$ cat src/common/gamePkg.sv
package gamePkg;

  // ####################################################################
  // types
  // ####################################################################

  typedef logic signed [10:0] coordT;  // pixel coordinate that may go negative.
  typedef logic [7:0] rgbT;            // rgb332.

  // ####################################################################
  // frame and object geometry
  // ####################################################################

  localparam coordT frameWidth  = 11'sd16;
  localparam coordT frameHeight = 11'sd12;

  localparam coordT playerWidth  = 11'sd4;
  localparam coordT playerHeight = 11'sd4;
  localparam coordT treeWidth    = 11'sd3;
  localparam coordT treeHeight   = 11'sd5;

  // colours from front to back.
  localparam rgbT playerColor     = 8'hE0;
  localparam rgbT treeColor       = 8'h1C;
  localparam rgbT backgroundColor = 8'h5C;

  // ####################################################################
  // coordinate buffer
  // ####################################################################

  localparam int fifoDepth = 4;

  typedef logic [$clog2(fifoDepth)-1:0] fifoPtrT;
  typedef logic [$clog2(fifoDepth):0] fifoCountT;  // one extra bit for full.

  localparam fifoCountT fifoFull = fifoCountT'(fifoDepth);

endpackage

$ cat src/rtl/pixelScanner.sv
`timescale 1ns/1ns

module pixelScanner import gamePkg::*; (
  input  logic  clk,
  input  logic  rstN,
  input  logic  scanReady,
  output logic  scanValid,
  output coordT scanX,
  output coordT scanY,
  output logic  scanSof
);

  typedef enum logic {
    idle,
    scanning
  } scanStateT;

  scanStateT state;
  logic      transfer;
  logic      lastColumn;
  logic      lastRow;

  assign scanValid  = (state == scanning);
  assign transfer   = scanValid && scanReady;
  assign lastColumn = (scanX == frameWidth - 11'sd1);
  assign lastRow    = (scanY == frameHeight - 11'sd1);

  // only the top left pixel opens a frame.
  assign scanSof = (scanX == '0) && (scanY == '0);

  always_ff @(posedge clk or negedge rstN) begin
    if (!rstN) begin
      state <= idle;
      scanX <= '0;
      scanY <= '0;
    end else begin
      case (state)
        idle: state <= scanning;  // start right after reset.
        scanning: begin
          if (transfer) begin
            if (lastColumn) begin
              scanX <= '0;
              scanY <= lastRow ? '0 : scanY + 11'sd1;
            end else begin
              scanX <= scanX + 11'sd1;
            end
          end
        end
        default: state <= idle;
      endcase
    end
  end

endmodule

$ cat src/rtl/pixelFifo.sv
`timescale 1ns/1ns

module pixelFifo import gamePkg::*; (
  input  logic  clk,
  input  logic  rstN,
  input  logic  inValid,
  output logic  inReady,
  input  coordT inX,
  input  coordT inY,
  input  logic  inSof,
  output logic  outValid,
  input  logic  outReady,
  output coordT outX,
  output coordT outY,
  output logic  outSof
);

  coordT     xMem [fifoDepth];
  coordT     yMem [fifoDepth];
  logic      sofMem [fifoDepth];
  fifoPtrT   wrPtr;
  fifoPtrT   rdPtr;
  fifoCountT count;
  logic      push;
  logic      pop;

  assign outValid = (count != '0);
  // when full, a pop in the same cycle frees the slot being written.
  assign inReady  = (count != fifoFull) || outReady;
  assign push     = inValid && inReady;
  assign pop      = outValid && outReady;

  assign outX   = xMem[rdPtr];
  assign outY   = yMem[rdPtr];
  assign outSof = sofMem[rdPtr];

  // storage.
  always_ff @(posedge clk) begin
    if (push) begin
      xMem[wrPtr]   <= inX;
      yMem[wrPtr]   <= inY;
      sofMem[wrPtr] <= inSof;
    end
  end

  always_ff @(posedge clk or negedge rstN) begin
    if (!rstN) begin
      wrPtr <= '0;
      rdPtr <= '0;
      count <= '0;
    end else begin
      if (push)
        wrPtr <= wrPtr + 1'b1;  // depth is a power of two so it wraps by itself.
      if (pop)
        rdPtr <= rdPtr + 1'b1;
      count <= count + fifoCountT'(push) - fifoCountT'(pop);
    end
  end

endmodule

$ cat src/render/objectDrawer.sv
`timescale 1ns/1ns

module objectDrawer import gamePkg::*; (
  input  coordT x,
  input  coordT y,
  input  coordT objX,
  input  coordT objY,
  input  coordT objWidth,
  input  coordT objHeight,
  output logic  request
);

  coordT xEnd;
  coordT yEnd;
  logic  insideX;
  logic  insideY;

  // first column and row past the object.
  assign xEnd = objX + objWidth;
  assign yEnd = objY + objHeight;

  // signed compares, so an object may hang off the top or left edge.
  assign insideX = (x >= objX) && (x < xEnd);
  assign insideY = (y >= objY) && (y < yEnd);

  assign request = insideX && insideY;

endmodule

$ cat src/render/frameRenderer.sv
`timescale 1ns/1ns

module frameRenderer import gamePkg::*; (
  input  logic  clk,
  input  logic  rstN,
  input  logic  inValid,
  output logic  inReady,
  input  coordT inX,
  input  coordT inY,
  input  logic  inSof,
  input  coordT playerX,
  input  coordT playerY,
  input  coordT treeX,
  input  coordT treeY,
  input  logic  pixelReady,
  output logic  pixelValid,
  output coordT pixelX,
  output coordT pixelY,
  output logic  pixelSof,
  output rgbT   rgbOut,
  output logic  playerRequest,
  output logic  treeRequest,
  output logic  pixelTaken
);

  rgbT pixelColor;

  // ####################################################################
  // object hit tests on the fifo head
  // ####################################################################

  objectDrawer playerDrawer (
    .x(inX),
    .y(inY),
    .objX(playerX),
    .objY(playerY),
    .objWidth(playerWidth),
    .objHeight(playerHeight),
    .request(playerRequest)
  );

  objectDrawer treeDrawer (
    .x(inX),
    .y(inY),
    .objX(treeX),
    .objY(treeY),
    .objWidth(treeWidth),
    .objHeight(treeHeight),
    .request(treeRequest)
  );

  // player over tree over background.
  always_comb begin
    if (playerRequest)
      pixelColor = playerColor;
    else if (treeRequest)
      pixelColor = treeColor;
    else
      pixelColor = backgroundColor;
  end

  // ####################################################################
  // one-deep output stage
  // ####################################################################

  assign inReady    = !pixelValid || pixelReady;  // empty or draining now.
  assign pixelTaken = inValid && inReady;

  always_ff @(posedge clk or negedge rstN) begin
    if (!rstN)
      pixelValid <= 1'b0;
    else if (inReady)
      pixelValid <= inValid;
  end

  always_ff @(posedge clk) begin
    if (pixelTaken) begin
      pixelX   <= inX;
      pixelY   <= inY;
      pixelSof <= inSof;
      rgbOut   <= pixelColor;
    end
  end

endmodule

$ cat src/rtl/collisionDetector.sv
`timescale 1ns/1ns

module collisionDetector (
  input  logic clk,
  input  logic rstN,
  input  logic pixelTaken,
  input  logic pixelSof,
  input  logic playerRequest,
  input  logic treeRequest,
  output logic hitPulse
);

  logic hitFlag;    // already hit in this frame.
  logic flagNow;
  logic overlap;

  assign overlap = playerRequest && treeRequest;
  // a new frame forgets the last hit, even on its own first pixel.
  assign flagNow = pixelSof ? 1'b0 : hitFlag;

  always_ff @(posedge clk or negedge rstN) begin
    if (!rstN) begin
      hitFlag  <= 1'b0;
      hitPulse <= 1'b0;
    end else if (pixelTaken) begin
      hitFlag  <= flagNow || overlap;
      hitPulse <= overlap && !flagNow;  // first overlap only.
    end else begin
      hitPulse <= 1'b0;
    end
  end

endmodule

$ cat src/rtl/gameTop.sv
`timescale 1ns/1ns

module gameTop import gamePkg::*; (
  input  logic  clk,
  input  logic  rstN,
  input  coordT playerX,
  input  coordT playerY,
  input  coordT treeX,
  input  coordT treeY,
  input  logic  pixelReady,
  output logic  pixelValid,
  output coordT pixelX,
  output coordT pixelY,
  output logic  pixelSof,
  output rgbT   rgbOut,
  output logic  hitPulse
);

  logic  scanValid;
  logic  scanReady;
  coordT scanX;
  coordT scanY;
  logic  scanSof;

  logic  fifoValid;
  logic  fifoReady;
  coordT fifoX;
  coordT fifoY;
  logic  fifoSof;

  logic  playerRequest;
  logic  treeRequest;
  logic  pixelTaken;

  pixelScanner scanner (
    .clk(clk),
    .rstN(rstN),
    .scanReady(scanReady),
    .scanValid(scanValid),
    .scanX(scanX),
    .scanY(scanY),
    .scanSof(scanSof)
  );

  pixelFifo fifo (
    .clk(clk),
    .rstN(rstN),
    .inValid(scanValid),
    .inReady(scanReady),
    .inX(scanX),
    .inY(scanY),
    .inSof(scanSof),
    .outValid(fifoValid),
    .outReady(fifoReady),
    .outX(fifoX),
    .outY(fifoY),
    .outSof(fifoSof)
  );

  frameRenderer renderer (
    .clk(clk),
    .rstN(rstN),
    .inValid(fifoValid),
    .inReady(fifoReady),
    .inX(fifoX),
    .inY(fifoY),
    .inSof(fifoSof),
    .playerX(playerX),
    .playerY(playerY),
    .treeX(treeX),
    .treeY(treeY),
    .pixelReady(pixelReady),
    .pixelValid(pixelValid),
    .pixelX(pixelX),
    .pixelY(pixelY),
    .pixelSof(pixelSof),
    .rgbOut(rgbOut),
    .playerRequest(playerRequest),
    .treeRequest(treeRequest),
    .pixelTaken(pixelTaken)
  );

  // sof of the pixel being taken from the fifo head.
  collisionDetector collision (
    .clk(clk),
    .rstN(rstN),
    .pixelTaken(pixelTaken),
    .pixelSof(fifoSof),
    .playerRequest(playerRequest),
    .treeRequest(treeRequest),
    .hitPulse(hitPulse)
  );

endmodule

$ cat config.mk
export PLATFORM = sky130hd
export DESIGN_NAME = gameTop
export DESIGN_NICKNAME = d
export VERILOG_FILES = /design/src/common/gamePkg.sv /design/src/rtl/pixelScanner.sv /design/src/rtl/pixelFifo.sv /design/src/render/objectDrawer.sv /design/src/render/frameRenderer.sv /design/src/rtl/collisionDetector.sv /design/src/rtl/gameTop.sv
export SDC_FILE = /design/constraint.sdc
export NUM_CORES = 1
export LEC_CHECK = 0
export ABC_AREA = 0
export BUFFER_PORTS_ARGS = -buffer_cell sky130_fd_sc_hd__buf_2
export CAP_MARGIN = 10
export CELL_PAD_IN_SITES_DETAIL_PLACEMENT = 1
export CELL_PAD_IN_SITES_GLOBAL_PLACEMENT = 1
export CORE_MARGIN = 8
export CORE_UTILIZATION = 53
export DETAILED_ROUTE_END_ITERATION = 10
export PLACE_DENSITY_LB_ADDON = 0.1
export SLEW_MARGIN = 20
export SYNTH_ARGS = -nofsm -noshare
export SYNTH_HDL_FRONTEND = slang
export SYNTH_SLANG_ARGS = --single-unit
$ cat constraint.sdc
create_clock -name clk -period 6.7 [get_ports clk]
set_input_delay 1.34 -clock clk [delete_from_list [all_inputs] [get_ports clk]]
set_output_delay 1.34 -clock clk [all_outputs]
set_load 0.01 [all_outputs]
==> reports/metrics.yaml <==
drive_gt1_frac: 0.195
min_period_ns: 3.76
wire_per_inst_um: 21.7
ys_seq_area_frac: 0.528
cp_slowest_cell: "a2111oi_0"
grt_max_degree: 34
worstPathRequired_ns: 6.87
cts_buffers: 17
first_pass_iters: 6
synth_area_um2: 8270
place.gp.congestion: 0.874
cp.depth: 11
critPathCaptureType: "flip-flop"
timing.final.ws_setup_ns: 2.94
max_stage_delay_ns: 0.59
drt_iter0_drc: 221
grt_pass1_wl_mm: 32.6
synth_cell_types: 52
slew_viol_final: 0
grt-ovfl-total: 0
p_per_area_nw_per_um2: 382
die_h_um: 141
hp-class: "flip-flop to flip-flop"
clockBufferDepth: 2
cts_tree: "built"
route.detailed.drc: 0
synthFlopType: "edfxtp_1"
coreArea_um2: 15200
worstMarginPinSlew_ns: 0.824
cp_cell_sequence: "buf_2 > inv_1 > ha_1 > nor3_1 > xnor2_1 > ha_1 > a21o_1 > a2111oi_0 > o32ai_1 > nand4b_1 > or2b_1"
cts_root_buffer: "clkbuf_16"
cts.htree.levels: 4
worst_ep_arrival_time_ns: 3.93
diodes: 0
hold_depth: 1
rsz0062_at_grt: "no"
multi_input_area_um2: 3570
dp_hpwl_mm: 14.6
final_nets: 878
antenna_found_initial: 0
crit_fanout: 3
cts_hold_buffers: 0
n_fill_cell: 1511
crit_path_frequent_cell: "ha_1"
leakagePower_uw: 0.00394
post_cts_resized: 0
via_per_inst: 5.93
areaGrowthSynthToFinish_pct: 13.9
start_kind: "input pin"
critPathTopFamily: "compound AO/OA/AOI/OAI gates"
critical_path_class: "input pin to flip-flop"
synth-seq-cells: 151
routed_wl_mm: 20.2
holdWs_ns: 0.468
synth.avg_cell_area_um2: 12.9
placementRows: 45
hold_viol: 0
cap_violations: 0
setup_viol: 0
setup_tns_ns: 0
yosysWarnings: 0
seq_area_um2: 4370
dp_slack_ns: 2.55
start_util: 0.544
ys_async_sr_fraction: 0.219
vias: 5536
synth_edf_count: 118
cts_setup_buffers: 0
die-area_um2: 19900
ant_nets: 0
cts.clk_slew.worst_paths_ns: 0.06
irDropWorstVdd_v: 0.000217
io-pin-count: 80
r2r_cells: 8
grt_pass1_vias: 6205
clk_latency_ns: 0.43
status: "completed"
relSlewSlack: 0.451
die_w_um: 141
clock-sinks: 151
grt.total_usage: 0.212
max_freq_mhz: 266
cp_num_buf_inv: 2
clock_skew_ns: 0.0143
synthCells: 641
io_buffers: 77
fin_crit_sh: 0.562
post-route-util: 0.620
==> placed cells by master, fill, tap and decap left out, drive strengths merged, types with 3 or more instances in the layout <==
cell type,instances
a2111oi,4
a211oi,6
a21o,11
a21oi,22
and2,5
and3,7
buf,84
clkbuf,17
clkinv,5
clkinvlp,5
conb,3
dfrtp,33
edfxtp,118
ha,98
inv,77
mux4,23
nand2,29
nand2b,8
nand3,27
nand3b,4
nand4,16
nor2,17
nor2b,3
nor3,15
nor4,7
o2111ai,3
o211ai,5
o21ai,19
o31ai,4
xnor2,45
xor2,5
==> routing by layer <==
layer / part of all wire / GRT usage / vias to the layer above
li1: - / - / 2557
met1: 0.42 / 0.245 / 2804
met2: 0.51 / 0.375 / 127
met3: 0.038 / 0.0479 / 48
met4: 0.029 / 0.0860 / 0
met5: 0 / 0 / -
==> cell families (layout without fill, tap and decap cells) <==
group,count (synthesis),count (layout),share of synthesized area
buf+inv,85,188,0.0413
fa+ha+maj,99,99,0.151
xor+xnor,50,50,0.0529
flops,151,151,0.528
compound gates,84,84,0.0682
simple gates,145,145,0.0929
other cells,2,3,0.000908
mux,25,25,0.0650
==> stage by stage <==
step,instances,instance area (um^2),total power (uW)
CTS,933,9420,3640
floorplan,642,8280,2250
detailed placement,901,8880,2730
finish,933,9430,3600
global route,933,9430,3820
global placement,901,8880,2610
==> final timing paths <==
path	from	slack (ns)	end
min in group asynchronous	rstN	1.00	fifo.count[0]
setup reg to reg	fifo.rdPtr[0]	3.06	renderer.rgbOut[6]
max in group asynchronous	rstN	5.13	fifo.rdPtr[0]
setup / recovery	treeX[0]	2.94	renderer.rgbOut[6]
hold reg to reg	collision.hitFlag	0.47	collision.hitPulse
hold / removal	collision.hitFlag	0.47	collision.hitPulse
==> layout make-up <==
| cell class | instances | share of cell area |
|---|---|---|
| sequential | 151 | 0.464 |
| multi-input combinational | 406 | 0.378 |
| timing repair buffer | 84 | 0.0465 |
| clock buffer | 17 | 0.0451 |
| inverter | 72 | 0.0287 |
| tap | 188 | 0.0250 |
| clock inverter | 15 | 0.0127 |
==> Yosys cell counts (all sizes together) (2+ instances only) <==
master	instances	share of area
o31ai	4	0.0036
nand3b	4	0.0036
nand4	16	0.013
nor3	15	0.0091
or3	2	0.0015
ha	98	0.15
mux2i	2	0.0024
nor4	7	0.0060
edfxtp	118	0.43
conb	2	0.00091
nand2b	8	0.0060
nand3	27	0.016
a2111oi	4	0.0050
and3	7	0.0053
a211o	2	0.0021
clkbuf	4	0.0018
a21oi	22	0.013
nor2b	3	0.0023
a21o	11	0.010
mux4	23	0.063
o211ai	5	0.0045
o221ai	2	0.0021
nor2	17	0.0077
o2111ai	3	0.0032
dfrtp	33	0.10
a211oi	6	0.0060
xnor2	45	0.048
xor2	5	0.0053
o21ai	19	0.011
and2	5	0.0039
buf	9	0.0068
nand2	29	0.013
inv	72	0.033
==> sequential cells by signal (all words and copies together), names as in the netlist, 2 cells and up <==
signal           count
scanner.scanY       11
renderer.pixelY     11
fifo.wrPtr           2
fifo.sofMem          4
renderer.pixelX     11
fifo.rdPtr           2
fifo.xMem           44
renderer.rgbOut      3
fifo.count           3
scanner.scanX       11
fifo.yMem           44
==> power by group <==
group	internal (uW)	switching (uW)	leakage (uW)
Combinational	542	796	0.00219
Sequential	1260	120	0.00149
Clock	480	403	0.000255
Total	2280	1320	0.00394
Note: power is estimated with default switching activity, not from simulation.
